$ cat config.mk
export PLATFORM = sky130hd
export DESIGN_NAME = dram_frontend
export DESIGN_NICKNAME = d
export VERILOG_FILES = /design/src/rtl/dram_app_pkg.sv /design/src/rtl/dram_user_pkg.sv /design/src/rtl/dram_req_decode.sv /design/src/rtl/dram_cmd_issue.sv /design/src/rtl/dram_read_return.sv /design/src/rtl/dram_frontend.sv
export SDC_FILE = /design/constraint.sdc
export NUM_CORES = 1
export LEC_CHECK = 0
export BUFFER_PORTS_ARGS = -buffer_cell sky130_fd_sc_hd__buf_2
export CORE_AREA = 10 10 155 157
export DETAILED_ROUTE_END_ITERATION = 12
export DIE_AREA = 0 0 165 167
export PLACE_DENSITY = 0.59
export SETUP_SLACK_MARGIN = 0.15
export SLEW_MARGIN = 0
export SYNTH_ARGS = -nofsm -noshare
export SYNTH_HDL_FRONTEND = slang
export SYNTH_SLANG_ARGS = --single-unit
$ cat constraint.sdc
create_clock -name clk -period 5 [get_ports clk]
set_input_delay 0.25 -clock clk [delete_from_list [all_inputs] [get_ports clk]]
set_output_delay 0.25 -clock clk [all_outputs]
set_load 0.01 [all_outputs]
$ cat src/rtl/dram_app_pkg.sv
// memory application port definitions
// line widths, command encoding and byte mask constants of the DDR IP core side

package dram_app_pkg;

    // line address and data widths of the application port
    localparam int APP_ADDR_W = 27;
    localparam int APP_DATA_W = 128;
    localparam int APP_MASK_W = APP_DATA_W / 8;

    // mask bit at 1 keeps the byte, so all ones writes nothing
    localparam logic [APP_MASK_W-1:0] APP_MASK_ALL = {APP_MASK_W{1'b1}};

    // command field encoding of the IP core
    typedef enum logic [2:0] {
        CMD_WRITE = 3'd0,
        CMD_READ  = 3'd1
    } app_cmd_e;

endpackage

$ cat src/rtl/dram_user_pkg.sv
// user side definitions of the DRAM front end
// word widths, lane layout inside a memory line and stage state encodings

package dram_user_pkg;

    // 32-bit requester
    localparam int USER_ADDR_W = 32;
    localparam int USER_DATA_W = 32;
    localparam int USER_MASK_W = USER_DATA_W / 8;

    // words per line and where lane and line fields sit in the byte address
    localparam int LANES    = 4;
    localparam int LANE_W   = $clog2(LANES);
    localparam int LANE_LSB = 2;
    localparam int LINE_LSB = LANE_LSB + LANE_W;

    // return stage
    typedef enum logic [1:0] {
        RET_IDLE,
        RET_WAIT,
        RET_ACK
    } ret_state_e;

    // issue stage, command and write data tracked separately
    typedef enum logic [1:0] {
        ISS_IDLE,
        ISS_CMD_DATA,
        ISS_CMD,
        ISS_DATA
    } issue_state_e;

endpackage

$ cat src/rtl/dram_req_decode.sv
// request decode stage of the DRAM front end
// synchronizes the calibration flag and captures one user word
// into a line address, replicated line data and a per-byte mask
`timescale 1ns/1ps

module dram_req_decode (
    input  logic                                  clk,
    input  logic                                  rst_x_async,
    input  logic                                  i_init_calib_complete,
    input  logic                                  i_req,
    input  logic                                  i_we,
    input  logic [dram_user_pkg::USER_ADDR_W-1:0] i_addr,
    input  logic [dram_user_pkg::USER_DATA_W-1:0] i_wdata,
    input  logic [dram_user_pkg::USER_MASK_W-1:0] i_mask,
    input  logic                                  i_ret_idle,
    output logic                                  o_calib_done,
    output logic                                  o_start,
    output logic                                  o_is_write,
    output logic [dram_user_pkg::LANE_W-1:0]      o_lane,
    output logic [dram_app_pkg::APP_ADDR_W-1:0]   o_line_addr,
    output logic [dram_app_pkg::APP_DATA_W-1:0]   o_line_data,
    output logic [dram_app_pkg::APP_MASK_W-1:0]   o_line_mask,
    output dram_app_pkg::app_cmd_e                o_cmd
);
    import dram_app_pkg::*;
    import dram_user_pkg::*;

    logic                  calib_sync1;
    logic                  calib_sync2;
    logic                  accept;
    logic [LANE_W-1:0]     lane_d;
    logic [APP_MASK_W-1:0] line_mask_d;

    // two-flop synchronizer on the calibration flag
    always_ff @(posedge clk or negedge rst_x_async) begin
        if (!rst_x_async) begin
            calib_sync1 <= 1'b0;
            calib_sync2 <= 1'b0;
        end else begin
            calib_sync1 <= i_init_calib_complete;
            calib_sync2 <= calib_sync1;
        end
    end

    assign o_calib_done = calib_sync2;

    // o_start blocks the edge where return has not left idle yet
    assign accept = i_req && i_ret_idle && calib_sync2 && !o_start;
    assign lane_d = i_addr[LANE_LSB +: LANE_W];

    // only the addressed lane may be written
    always_comb begin
        line_mask_d = APP_MASK_ALL;
        if (i_we) begin
            line_mask_d[lane_d*USER_MASK_W +: USER_MASK_W] = i_mask;
        end
    end

    always_ff @(posedge clk or negedge rst_x_async) begin
        if (!rst_x_async) begin
            o_start <= 1'b0;
        end else begin
            o_start <= accept;
        end
    end

    // request fields, held until the next acceptance
    always_ff @(posedge clk) begin
        if (accept) begin
            o_is_write  <= i_we;
            o_lane      <= lane_d;
            o_line_addr <= i_addr[LINE_LSB +: APP_ADDR_W];
            o_line_data <= {LANES{i_wdata}};
            o_line_mask <= line_mask_d;
            if (i_we) begin
                o_cmd <= CMD_WRITE;
            end else begin
                o_cmd <= CMD_READ;
            end
        end
    end

    // one request in flight, so return must be idle whenever a new one starts
    a_start_when_idle: assert property (
        @(posedge clk) disable iff (!rst_x_async)
        o_start |-> i_ret_idle
    );

endmodule

$ cat src/rtl/dram_cmd_issue.sv
// command and write data issue stage of the DRAM front end
// raises app_en and app_wdf_wren after start and holds each one
// until the memory accepts it, in either order
`timescale 1ns/1ps

module dram_cmd_issue (
    input  logic                                clk,
    input  logic                                rst_x_async,
    input  logic                                i_start,
    input  logic                                i_is_write,
    input  logic [dram_app_pkg::APP_ADDR_W-1:0] i_line_addr,
    input  logic [dram_app_pkg::APP_DATA_W-1:0] i_line_data,
    input  logic [dram_app_pkg::APP_MASK_W-1:0] i_line_mask,
    input  dram_app_pkg::app_cmd_e              i_cmd,
    input  logic                                i_app_rdy,
    input  logic                                i_app_wdf_rdy,
    output logic                                o_app_en,
    output dram_app_pkg::app_cmd_e              o_app_cmd,
    output logic [dram_app_pkg::APP_ADDR_W-1:0] o_app_addr,
    output logic                                o_app_wdf_wren,
    output logic [dram_app_pkg::APP_DATA_W-1:0] o_app_wdf_data,
    output logic [dram_app_pkg::APP_MASK_W-1:0] o_app_wdf_mask,
    output logic                                o_wr_done
);
    import dram_app_pkg::*;
    import dram_user_pkg::*;

    issue_state_e state;

    // decode holds its fields until the next request, which cannot
    // be accepted before this one has completed
    assign o_app_cmd      = i_cmd;
    assign o_app_addr     = i_line_addr;
    assign o_app_wdf_data = i_line_data;
    assign o_app_wdf_mask = i_line_mask;

    always_ff @(posedge clk or negedge rst_x_async) begin
        if (!rst_x_async) begin
            state          <= ISS_IDLE;
            o_app_en       <= 1'b0;
            o_app_wdf_wren <= 1'b0;
        end else begin
            case (state)
                ISS_IDLE: begin
                    if (i_start) begin
                        o_app_en <= 1'b1;
                        if (i_is_write) begin
                            o_app_wdf_wren <= 1'b1;
                            state          <= ISS_CMD_DATA;
                        end else begin
                            state <= ISS_CMD;
                        end
                    end
                end
                ISS_CMD_DATA: begin
                    if (i_app_rdy && i_app_wdf_rdy) begin
                        o_app_en       <= 1'b0;
                        o_app_wdf_wren <= 1'b0;
                        state          <= ISS_IDLE;
                    end else if (i_app_rdy) begin
                        // command taken, data still pending
                        o_app_en <= 1'b0;
                        state    <= ISS_DATA;
                    end else if (i_app_wdf_rdy) begin
                        o_app_wdf_wren <= 1'b0;
                        state          <= ISS_CMD;
                    end
                end
                ISS_CMD: begin
                    if (i_app_rdy) begin
                        o_app_en <= 1'b0;
                        state    <= ISS_IDLE;
                    end
                end
                ISS_DATA: begin
                    if (i_app_wdf_rdy) begin
                        o_app_wdf_wren <= 1'b0;
                        state          <= ISS_IDLE;
                    end
                end
                default: begin
                    o_app_en       <= 1'b0;
                    o_app_wdf_wren <= 1'b0;
                    state          <= ISS_IDLE;
                end
            endcase
        end
    end

    // write complete on the edge that takes the later of the two halves
    assign o_wr_done = i_is_write &&
        (((state == ISS_CMD_DATA) && i_app_rdy && i_app_wdf_rdy) ||
         ((state == ISS_CMD) && i_app_rdy) ||
         ((state == ISS_DATA) && i_app_wdf_rdy));

    // stalled command keeps its fields
    a_cmd_stable: assert property (
        @(posedge clk) disable iff (!rst_x_async)
        (o_app_en && !i_app_rdy) |=>
            (o_app_en && $stable(o_app_cmd) && $stable(o_app_addr))
    );

    a_no_wdata_on_read: assert property (
        @(posedge clk) disable iff (!rst_x_async)
        o_app_wdf_wren |-> (o_app_cmd == CMD_WRITE)
    );

endmodule

$ cat src/rtl/dram_read_return.sv
// return stage of the DRAM front end
// follows the request to completion, picks the word lane out of
// the returned line and runs the ack side of the user handshake
`timescale 1ns/1ps

module dram_read_return (
    input  logic                                  clk,
    input  logic                                  rst_x_async,
    input  logic                                  i_start,
    input  logic                                  i_is_write,
    input  logic [dram_user_pkg::LANE_W-1:0]      i_lane,
    input  logic                                  i_wr_done,
    input  logic [dram_app_pkg::APP_DATA_W-1:0]   i_app_rd_data,
    input  logic                                  i_app_rd_data_valid,
    input  logic                                  i_req,
    output logic                                  o_ret_idle,
    output logic                                  o_ack,
    output logic [dram_user_pkg::USER_DATA_W-1:0] o_rdata
);
    import dram_user_pkg::*;

    ret_state_e        state;
    logic              wr_q;
    logic [LANE_W-1:0] lane_q;

    always_ff @(posedge clk or negedge rst_x_async) begin
        if (!rst_x_async) begin
            state <= RET_IDLE;
        end else begin
            case (state)
                RET_IDLE: begin
                    if (i_start) begin
                        state <= RET_WAIT;
                    end
                end
                RET_WAIT: begin
                    if (wr_q ? i_wr_done : i_app_rd_data_valid) begin
                        state <= RET_ACK;
                    end
                end
                RET_ACK: begin
                    // four-phase, wait for the requester to let go
                    if (!i_req) begin
                        state <= RET_IDLE;
                    end
                end
                default: begin
                    state <= RET_IDLE;
                end
            endcase
        end
    end

    always_ff @(posedge clk) begin
        if (state == RET_IDLE && i_start) begin
            wr_q   <= i_is_write;
            lane_q <= i_lane;
        end
        if (state == RET_WAIT && !wr_q && i_app_rd_data_valid) begin
            o_rdata <= i_app_rd_data[lane_q*USER_DATA_W +: USER_DATA_W];
        end
    end

    assign o_ret_idle = (state == RET_IDLE);
    assign o_ack      = (state == RET_ACK);

    // memory must not return data nobody asked for
    a_no_stray_rdata: assert property (
        @(posedge clk) disable iff (!rst_x_async)
        i_app_rd_data_valid |-> (state != RET_IDLE)
    );

endmodule

$ cat src/rtl/dram_frontend.sv
// DRAM front end top level
// connects a 32-bit four-phase requester to a 128-bit memory
// application port through decode, issue and return stages
`timescale 1ns/1ps

module dram_frontend (
    input  logic                                  clk,
    input  logic                                  rst_x_async,
    // user side
    input  logic                                  i_req,
    input  logic                                  i_we,
    input  logic [dram_user_pkg::USER_ADDR_W-1:0] i_addr,
    input  logic [dram_user_pkg::USER_DATA_W-1:0] i_wdata,
    input  logic [dram_user_pkg::USER_MASK_W-1:0] i_mask,
    output logic                                  o_ack,
    output logic [dram_user_pkg::USER_DATA_W-1:0] o_rdata,
    output logic                                  o_calib_done,
    // memory side
    output logic                                  o_app_en,
    output dram_app_pkg::app_cmd_e                o_app_cmd,
    output logic [dram_app_pkg::APP_ADDR_W-1:0]   o_app_addr,
    output logic                                  o_app_wdf_wren,
    output logic [dram_app_pkg::APP_DATA_W-1:0]   o_app_wdf_data,
    output logic [dram_app_pkg::APP_MASK_W-1:0]   o_app_wdf_mask,
    input  logic                                  i_app_rdy,
    input  logic                                  i_app_wdf_rdy,
    input  logic [dram_app_pkg::APP_DATA_W-1:0]   i_app_rd_data,
    input  logic                                  i_app_rd_data_valid,
    input  logic                                  i_init_calib_complete
);
    import dram_app_pkg::*;
    import dram_user_pkg::*;

    logic                  start;
    logic                  is_write;
    logic [LANE_W-1:0]     lane;
    logic [APP_ADDR_W-1:0] line_addr;
    logic [APP_DATA_W-1:0] line_data;
    logic [APP_MASK_W-1:0] line_mask;
    app_cmd_e              cmd;
    logic                  wr_done;
    logic                  ret_idle;

    dram_req_decode u_decode (
        .clk                   (clk),
        .rst_x_async           (rst_x_async),
        .i_init_calib_complete (i_init_calib_complete),
        .i_req                 (i_req),
        .i_we                  (i_we),
        .i_addr                (i_addr),
        .i_wdata               (i_wdata),
        .i_mask                (i_mask),
        .i_ret_idle            (ret_idle),
        .o_calib_done          (o_calib_done),
        .o_start               (start),
        .o_is_write            (is_write),
        .o_lane                (lane),
        .o_line_addr           (line_addr),
        .o_line_data           (line_data),
        .o_line_mask           (line_mask),
        .o_cmd                 (cmd)
    );

    dram_cmd_issue u_issue (
        .clk            (clk),
        .rst_x_async    (rst_x_async),
        .i_start        (start),
        .i_is_write     (is_write),
        .i_line_addr    (line_addr),
        .i_line_data    (line_data),
        .i_line_mask    (line_mask),
        .i_cmd          (cmd),
        .i_app_rdy      (i_app_rdy),
        .i_app_wdf_rdy  (i_app_wdf_rdy),
        .o_app_en       (o_app_en),
        .o_app_cmd      (o_app_cmd),
        .o_app_addr     (o_app_addr),
        .o_app_wdf_wren (o_app_wdf_wren),
        .o_app_wdf_data (o_app_wdf_data),
        .o_app_wdf_mask (o_app_wdf_mask),
        .o_wr_done      (wr_done)
    );

    dram_read_return u_return (
        .clk                 (clk),
        .rst_x_async         (rst_x_async),
        .i_start             (start),
        .i_is_write          (is_write),
        .i_lane              (lane),
        .i_wr_done           (wr_done),
        .i_app_rd_data       (i_app_rd_data),
        .i_app_rd_data_valid (i_app_rd_data_valid),
        .i_req               (i_req),
        .o_ret_idle          (ret_idle),
        .o_ack               (o_ack),
        .o_rdata             (o_rdata)
    );

endmodule

---- Word level (Yosys, flattened, before mapping) ----
Index checks and enable logic that the tools add are counted.
operators by class
  add/subtract/negate cells ............... 1
  eq/ne operators ......................... 14
  shifts and indexed selects .............. 3
  multiplexer cells ....................... 24
  bitwise gates (word level) .............. 2
  reduce and logical (&&, ||, !) cells .... 24
operators by type and width
  kind                       number
  $shiftx A128 B8 Y32        1
  $neg A4 Y34                1
  $shift A4 B34 Y16 const A  1
  $shiftx A4 B34 Y16         1
  $mux W2                    10
  $not A16 Y16               1
  $or A16 B16 Y16            1
  $logic_and A1 B1 Y1        12
  $ne A2 B2 Y1 const B       6
  $mux W1                    10
  $pmux W2 S4                1
  $reduce_and A4 Y1          2
  $eq A2 B2 Y1 const B       3
  $pmux W1 S3                2
  $pmux W2 S3                1
  $reduce_bool A3 Y1         2
  $eq A2 B1 Y1 const B       2
  $logic_not A2 Y1           2
  $ne A4 B3 Y1 const B       1
  $ne A3 B2 Y1 const B       1
  $reduce_and A3 Y1          1
  $logic_not A1 Y1           2
  $logic_or A1 B1 Y1         2
  $ne A2 B1 Y1 const B       1
  $reduce_and A2 Y1          1
word-level totals
  register bits after elaboration ......... 221
  bits of input ports ..................... 204

---- Logic depth before layout (Yosys ltp) ----
Gate-level depths: netlist of run 1.
  depth in word-level cells ............... 9
  mapped depth ............................ 5
  depth with buffers taken out ............ 5

---- Hierarchy ----
From an unflattened synthesis of run 1, not the netlist that was laid out.
second synthesis, totals
  cells, all modules ...................... 516
  area, all modules ....................... 7126.8 um2
by module, submodules not included
  module            times used  cells each  area an instance (um2)  sequential area each (um2)
  dram_req_decode   1           216         3475.8                  2447.3
  dram_read_return  1           85          1980.6                  1101.1
  dram_cmd_issue    1           215         1670.4                  100.1

---- Least setup slack after synthesis of run 1 ----
OpenSTA, ideal clock, no wires.
  path type ............................... register -> register
  start ................................... register u_return.state[0]
  end ..................................... register u_decode.o_cmd[0] (enable)
  library setup time ...................... 518 ps
  data arrival time ....................... 3906 ps
  required time ........................... 4482 ps
  path slack .............................. 576 ps
  cell stages (with the launch flop) ...... 4
  buffers on the path ..................... 0
  clock period less this slack ............ 4424 ps
  cells stage by stage .................... dfrtp_1 -> nor2_1 -> nand3_1 -> nor2_1
on the way
  cells in the longest elaborated chain, start to end .. 4
ends and longest elaborated chain
  item                               RTL line                text
  from (decl)                        dram_read_return.sv:22  ret_state_e state;
  from (signal assigned)             dram_read_return.sv:28  state <= RET_IDLE;
  from (signal assigned)             dram_read_return.sv:33  state <= RET_WAIT;
  from (signal assigned)             dram_read_return.sv:38  state <= RET_ACK;
  $logic_not A2 Y1                   dram_read_return.sv:64  assign o_ret_idle = (state == RET_IDLE);
  $logic_and A1 B1 Y1 (3 in series)  dram_req_decode.sv:48   assign accept = i_req && i_ret_idle && calib_sync2 && !o_start;
  net u_decode.accept                dram_req_decode.sv:30   logic accept;
  to (signal assigned)               dram_req_decode.sv:76   o_cmd <= CMD_WRITE;
  to (signal assigned)               dram_req_decode.sv:78   o_cmd <= CMD_READ;
  to (decl)                          dram_req_decode.sv:23   output dram_app_pkg::app_cmd_e o_cmd
The timed path passes the listed nets, and every way through them passes these cells.
A chain may end at the register's enable or synchronous reset.

---- Worst setup path after layout of run 1 ----
  start ................................... register u_return.state[0]
  end ..................................... register u_decode.o_line_data[98] in the netlist's numbering (enable)
on the way
  cells in the longest elaborated chain, start to end .. 4
ends and longest elaborated chain
  item                               RTL line                text
  $logic_not A2 Y1                   dram_read_return.sv:64
  $logic_and A1 B1 Y1 (3 in series)  dram_req_decode.sv:48
  net u_decode.accept                dram_req_decode.sv:30
  to (signal assigned)               dram_req_decode.sv:73   o_line_data <= {LANES{i_wdata}};
  to (decl)                          dram_req_decode.sv:21   output logic [dram_app_pkg::APP_DATA_W-1:0] o_line_data,
The timed path passes the listed nets, and every way through them passes these cells.

==> flow_metrics.env, run 1 <==
export IMPL_place_inst=924
export IMPL_worst_ep_arrival_time_ns=2.15
export IMPL_seq_area_frac_synth_pct=63.4
export IMPL_die_w_um=165
export IMPL_worst_slack_ns=2.89
export IMPL_vias=4194
export IMPL_power_density_mw_per_mm2=393
export IMPL_wl_mm=21.1
export IMPL_start_util_pct=27.6
export IMPL_cts_tree="yes"
export IMPL_clkSlewWorstSetupHoldPaths_ns=0.06
export IMPL_wire_per_inst_um=21.0
export IMPL_syn_inst=341
export IMPL_synth_flop_cell="edfxtp_1"
export IMPL_worstHoldPathType="in2reg"
export IMPL_cts_root_buf="clkbuf_16"
export IMPL_cp_max_fo=51
export IMPL_final_common_cell="buf_2"
export IMPL_drtIter0Drc=205
export IMPL_die_h_um=167
export IMPL_die_area_mm2=0.0276
export IMPL_grt_max_degree=52
export IMPL_clock_latency_ns=0.41
export IMPL_synthToLayoutAreaGrowth_pct=46.1
export IMPL_start_kind="flip-flop"
export IMPL_fmax_mhz=473
export IMPL_critPathCaptureType="flip-flop"
export IMPL_via_per_inst=4.18
export IMPL_layout_worst_path_cycle_share_pct=42.2
export IMPL_yosysWarnings=0
export IMPL_first_global_vias=4470
export IMPL_max_slew_margin_pct=36.3
export IMPL_cts_setup_buffers=0
export IMPL_instances_no_fill=1004
export IMPL_worst_ep_required_time_ns=5.03
export IMPL_seqCellArea_mm2=0.00365
export IMPL_status="finished, final reports clean"
export IMPL_grt_pass1_wl_mm=29.8
export IMPL_finalHoldViolCount=0
export IMPL_place_ws_ns=2.88
export IMPL_num_fill_cells=2003
export IMPL_overflow=0
export IMPL_tns_ns=0
export IMPL_worst_pin_slew_ns=0.953
export IMPL_leakagePower_nw=3.72
export IMPL_final_setup_viol_count=0
export IMPL_drtAntennaViolNets=0
export IMPL_peakVddDrop_mv=0.213
export IMPL_cts_sinks=123
export IMPL_port_buffers=408
export IMPL_ys_ff_latch=123
export IMPL_dr_pass1_iters=4
export IMPL_period_needed_ns=2.11
export IMPL_skew_ns=0.00851
export IMPL_pin_count=414
export IMPL_synthArstFlopShare_pct=7.32
export IMPL_multiInputGateArea_mm2=0.00127
export IMPL_rows=53
export IMPL_syn_avg_cell_area_um2=16.9
export IMPL_utilization_pct=40.4
export IMPL_slew_violations=0
export IMPL_gp_congestion=0.962
export IMPL_cts_buffers=17
export IMPL_antenna_found_initial=1
export IMPL_core_area_mm2=0.0208
export IMPL_crit_type="reg2reg"
export IMPL_cts_buffer_depth=2
export IMPL_final_cell_mix="408 x buf_2, 114 x edfxtp_1, 47 x dlygate4sd3_1, 30 x mux4_2, 17 x clkbuf_16"
export IMPL_drive_above_1_share_pct=65.7
export IMPL_nets=928
export IMPL_yosysUniqueCellTypes=35
export IMPL_synth_edf_count=114
export IMPL_drc_errors=0
export IMPL_h_tree_depth=4
export IMPL_drv_cap=0
export IMPL_grt_setup_unrepaired="no"
export IMPL_grt_total_usage_pct=14.5
export IMPL_hpwl_mm=17.0
export IMPL_syn_area_mm2=0.00575
-- per-layer routing --
layer / vias to the layer above / routed length [um] / GRT usage [%]
li1: 1940 / - / -
met1: 2064 / 7280 / 14.6
met2: 174 / 11800 / 27.3
met3: 16 / 1670 / 4.19
met4: 0 / 312 / 4.89
met5: - / 0 / 0
-- final cells by class --
cell class              count  area share [%]
diodes                      1          0.0298
clock buffers              18            5.11
clock inverters            14            1.61
flip-flops and latches    123            43.4
well taps                 275            4.09
inverters                   7           0.313
multi-input cells         107            15.2
repair buffers            459            30.3
-- power breakdown --
| part | switching (mW) | internal [mW] |
|---|---|---|
| clock | 0.483 | 0.694 |
| sequential | 0.0711 | 1.29 |
| combinational | 0.408 | 0.351 |
-- Yosys cell counts (all sizes together), types with 2 or more instances --
| master | number | area, um2 |
|---|---|---|
| a21o | 14 | 105 |
| buf | 105 | 822 |
| dfrtp | 9 | 225 |
| a21oi | 2 | 10.0 |
| mux4 | 32 | 728 |
| nor2b | 6 | 40.0 |
| nand2 | 7 | 26.3 |
| edfxtp | 114 | 3420 |
| inv | 7 | 26.3 |
| o21bai | 3 | 22.5 |
| nor3b | 2 | 15.0 |
| o21ai | 3 | 15.0 |
| a22o | 2 | 17.5 |
| nand2b | 4 | 25.0 |
| nor2 | 7 | 26.3 |
| nand3 | 2 | 10.0 |
| ha | 9 | 113 |
-- worst paths after layout --
check | slack, ns | to | depth (start not counted) | from
max in group asynchronous | 4.59 | u_return.state[1] | 2 | rst_x_async
min in group asynchronous | 0.22 | u_issue.state[1] | 2 | rst_x_async
worst max register to register | 2.89 | u_decode.o_line_data[98] | 4 | u_return.state[0]
worst max-delay path | 2.89 | u_decode.o_line_data[98] | 4 | u_return.state[0]
worst min-delay path | 0.03 | u_decode.o_line_addr[26] | 1 | i_addr[30]
worst min register to register | 0.36 | u_decode.o_calib_done | 0 | u_decode.calib_sync1
-- state kept, by name (all words and copies together) (netlist names) --
signal	cells
u_decode.calib_sync1	1
u_decode.o_calib_done	1
u_decode.o_cmd	1
u_decode.o_is_write	1
u_decode.o_lane	2
u_decode.o_line_addr	27
u_decode.o_line_data	32
u_decode.o_line_mask	16
u_decode.o_start	1
u_issue.o_app_en	1
u_issue.o_app_wdf_wren	1
u_issue.state	2
u_return.lane_q	2
u_return.o_rdata	32
u_return.state	2
u_return.wr_q	1
-- critical path, stage by stage, from the launching register on --
cell and delay (ns):
dfrtp_1 0.41, nor2_1 0.14, nand3_1 0.13, nor2_4 0.41
buf_4 0.61
-- stage by stage --
stage | area, um2 | hold slack, ns | power, mW
2_1_floorplan | 5760 | -0.0456 | 1.89
3_3_place_gp | 7370 | 0.116 | 2.12
3_5_place_dp | 7370 | 0.117 | 2.13
4_1_cts | 8350 | 0.000165 | 3.36
5_1_grt | 8400 | 0.000811 | 3.47
6_report | 8400 | 0.0257 | 3.30
-- timing repair --
item	in CTS	in global routing
gates resized for setup	0	0
hold buffers	42	5
hold endpoints to repair	50	5
-- kinds of logic (layout without fill, tap and decap cells) --
| logic type | count (synthesis) | after routing | synth area share [%] |
|---|---|---|---|
| compound gates | 29 | 29 | 3.68 |
| other cells | 1 | 3 | 0.0652 |
| simple gates | 33 | 33 | 3.11 |
| fa+ha+maj | 9 | 9 | 1.96 |
| buf+inv | 112 | 498 | 14.7 |
| flops | 123 | 123 | 63.4 |
| mux | 34 | 34 | 13.0 |
Power figures use the tool's default switching activity.
==> inputs of run 2 (changes only) <==
--- a/config.mk
+++ b/config.mk
@@ -5,11 +5,12 @@
 export SDC_FILE = /design/constraint.sdc
 export NUM_CORES = 1
 export LEC_CHECK = 0
+export ABC_AREA = 1
 export BUFFER_PORTS_ARGS = -buffer_cell sky130_fd_sc_hd__buf_2
-export CORE_AREA = 10 10 155 157
+export CORE_AREA = 10 10 152 154
 export DETAILED_ROUTE_END_ITERATION = 12
-export DIE_AREA = 0 0 165 167
-export PLACE_DENSITY = 0.59
+export DIE_AREA = 0 0 162 164
+export PLACE_DENSITY = 0.64
 export SETUP_SLACK_MARGIN = 0.15
 export SLEW_MARGIN = 0
 export SYNTH_ARGS = -nofsm -noshare
==> constraint.sdc (replaced) <==
create_clock -name clk -period 1.9 [get_ports clk]
set_input_delay 0.095 -clock clk [delete_from_list [all_inputs] [get_ports clk]]
set_output_delay 0.095 -clock clk [all_outputs]
set_load 0.01 [all_outputs]
==> flow_metrics.env, run 2 <==
export IMPL_status="finished, final reports clean"
export IMPL_reg_top3="u_decode.o_line_data x32, u_return.o_rdata x32, u_decode.o_line_addr x27"
export IMPL_drc_errors=0
export IMPL_final_setup_viol_count=0
export IMPL_first_global_vias=5319
export IMPL_synthArstFlopShare_pct=7.32
export IMPL_worstRegToRegCells=3
export IMPL_power_density_mw_per_mm2=1010
export IMPL_fmax_mhz=644
export IMPL_gp_congestion=0.881
export IMPL_cts_setup_buffers=0
export IMPL_vias=5171
export IMPL_r2r_slack_ns=0.39
export IMPL_peakVddDrop_mv=0.571
export IMPL_cts_sinks=123
export IMPL_combPwrFrac_pct=25.5
export IMPL_rows=52
export IMPL_cp_max_fo=11
export IMPL_grt_total_usage_pct=15.5
export IMPL_drive_above_1_share_pct=49.3
export IMPL_yosysTopAreaCell="edfxtp_1"
export IMPL_pwr_share_seq_pct=40.3
export IMPL_synth_top_cell_area_share_pct=57.9
export IMPL_start_util_pct=29.5
export IMPL_drtIter0Drc=351
export IMPL_place_inst=1094
export IMPL_crit_chain="dlygate4sd3_1 -> buf_2 -> inv_1 -> ha_1 -> inv_1 -> nand3_1 -> o21ai_0"
export IMPL_cts_buffers=17
export IMPL_seq_area_frac_synth_pct=61.7
export IMPL_grt_met2_usage_pct=28.2
export IMPL_finalHoldViolCount=0
export IMPL_ys_ff_latch=123
export IMPL_top_usage_layer="met2"
export IMPL_synth_edf_count=114
export IMPL_cpMostUsedCell="inv_1"
export IMPL_final_common_cell="buf_2"
export IMPL_dr_pass1_iters=4
export IMPL_port_buffers=408
export IMPL_die_w_um=162
export IMPL_clkPwrFrac_pct=34.1
export IMPL_gr_usage_met1_pct=15.7
export IMPL_die_area_mm2=0.0266
export IMPL_final_cell_mix="408 x buf_2, 114 x edfxtp_1, 75 x nor2_1, 67 x dlygate4sd3_1, 48 x o21ai_0"
export IMPL_grt_pass1_wl_mm=31.6
export IMPL_period_needed_ns=1.55
export IMPL_min_to="u_decode.o_line_mask[1]"
export IMPL_cts_root_buf="clkbuf_16"
export IMPL_cts_tree="yes"
export IMPL_cell_internal_pwr_mw=6.12
export IMPL_slew_violations=0
export IMPL_wire_per_inst_um=18.7
export IMPL_antenna_cells=0
export IMPL_min_from="i_mask[1]"
export IMPL_worst_ep_required_time_ns=2.12
export IMPL_use_met3_pct=5.71
export IMPL_min_path_cells=3
export IMPL_worst_ep_arrival_time_ns=1.77
export IMPL_overflow=0
export IMPL_nets=1123
export IMPL_clock_latency_ns=0.41
export IMPL_skew_ns=0.00846
export IMPL_reg2reg_to="u_return.o_rdata[22]"
export IMPL_clkSlewWorstSetupHoldPaths_ns=0.06
export IMPL_utilization_pct=43.7
export IMPL_grt_setup_unrepaired="no"
export IMPL_pin_count=414
export IMPL_layout_worst_path_cycle_share_pct=81.7
export IMPL_hpwl_mm=17.0
export IMPL_core_area_mm2=0.0200
export IMPL_syn_area_mm2=0.00591
export IMPL_h_tree_depth=4
export IMPL_instances_no_fill=1192
export IMPL_p_sw_share_pct=31.2
export IMPL_worstHoldPathType="in2reg"
export IMPL_cts_buffer_depth=2
export IMPL_cp_num_buf_inv=4
export IMPL_drv_cap=0
export IMPL_synthToLayoutAreaGrowth_pct=48.2
export IMPL_synth_most_common_cell="edfxtp_1"
export IMPL_drtAntennaViolNets=0
export IMPL_reg2reg_from="u_return.lane_q[0]"
export IMPL_critPathCaptureType="flip-flop"
export IMPL_start_kind="primary input"
export IMPL_yosysUniqueCellTypes=24
export IMPL_antenna_found_initial=0
export IMPL_grt_max_degree=65
export IMPL_leakagePower_nw=3.95
export IMPL_crit_type="in2reg"
export IMPL_via_per_inst=4.34
export IMPL_max_stage_delay_ns=0.53
export IMPL_die_h_um=164
export IMPL_num_fill_cells=1948
export IMPL_synth_commonest_cells="114 x edfxtp_1, 101 x buf_4, 76 x nor2_1, 48 x o21ai_0, 34 x nand2_1"
export IMPL_cpLargestDelayFamily="buffers and inverters"
export IMPL_yosysWarnings=0
export IMPL_yosys_top_cells_area="edfxtp_1 58%, buf_4 13%, nor2_1 4.8%, o21ai_0 4.1%, dfrtp_1 3.8%"
export IMPL_p_switching_mw=2.77
export IMPL_syn_inst=523
export IMPL_wl_mm=22.3
export IMPL_synth_flop_cell="edfxtp_1"
export IMPL_syn_avg_cell_area_um2=11.3
export IMPL_slowest_stage="dlygate4sd3_1"
==> run 2: cell types whose count changed after synthesis, sizes merged, moves of 3 or more <==
cell / delta
nand2b: -4
o21ai: +74
o22ai: +32
o21bai: -3
mux4: -32
buf: +12
nand2: +27
nand3: +15
a21o: -14
nor2: +69
nor2b: -6
inv: +21
==> run 2: cell type report <==
cell class	count	area, um2	area share (%)
clock buffer	17	425	4.85
clock inverter	14	125	1.43
tap	270	338	3.85
inverter	28	113	1.28
timing repair buffer	485	2840	32.4
sequential	123	3650	41.6
multi-input combinational	255	1280	14.6
==> run 2: cell families after synthesis <==
kind of cell	Yosys count	synth area share (%)
buf+inv	146	17.1
other cells	1	0.0634
simple gates	129	8.61
compound gates	115	10.6
flops	123	61.7
fa+ha+maj	9	1.90
==> run 2: what timing repair did <==
item,4_1_cts,5_1_grt
gates resized for setup,0,0
hold endpoints to repair,76,0
hold buffers,67,0
==> run 2: power by group through the flow <==
stage	sequential (mW)	combinational, mW	clock [mW]
6_report	3.58	2.27	3.03
5_1_grt	3.62	2.51	3.25
4_1_cts	3.58	2.30	3.16
3_5_place_dp	3.63	2.17	0
3_3_place_gp	3.62	2.15	0
2_1_floorplan	3.75	1.34	0
==> run 2: per-stage QoR <==
stage / setup slack (ns) / setup TNS (ns) / hold slack, ns / power (mW) / cell area [um2]
final: 0.348 / 0 / 0.0261 / 8.89 / 8760
after global routing: 0.156 / 0 / 0.00721 / 9.38 / 8760
after CTS: 0.374 / 0 / 0.000642 / 9.04 / 8760
after detailed placement: 0.433 / 0 / -0.0378 / 5.81 / 7540
after global placement: 0.471 / 0 / -0.0399 / 5.77 / 7540
after floorplan: -0.304 / -24.16 / -0.201 / 5.09 / 5940
==> run 2: worst max-delay path by stage <==
stage,cells after the start,slack [ns],end,start
final,7,0.35,u_decode.o_line_mask[12],i_addr[2]
after global placement,4,0.47,u_decode.o_line_data[97],u_return.state[0]
after CTS,7,0.37,u_decode.o_line_mask[12],i_addr[2]
after floorplan,3,-0.30,u_decode.o_cmd[0],u_return.state[0]
after detailed placement,4,0.43,u_decode.o_line_data[96],u_return.state[1]
after global routing,8,0.16,u_decode.o_line_mask[8],i_addr[2]
==> run 2: layer usage <==
layer / part of all wire [%] / vias to the layer above
li1: - / 2502
met1: 35 / 2401
met2: 55 / 232
met3: 8.0 / 36
met4: 2.4 / 0
met5: 0 / -
==> run 2: worst register-to-register path, stage by stage (launching register included) <==
cell and delay, ns:
edfxtp_1 0.50, buf_12 0.28, o21ai_0 0.19, o22ai_1 0.32
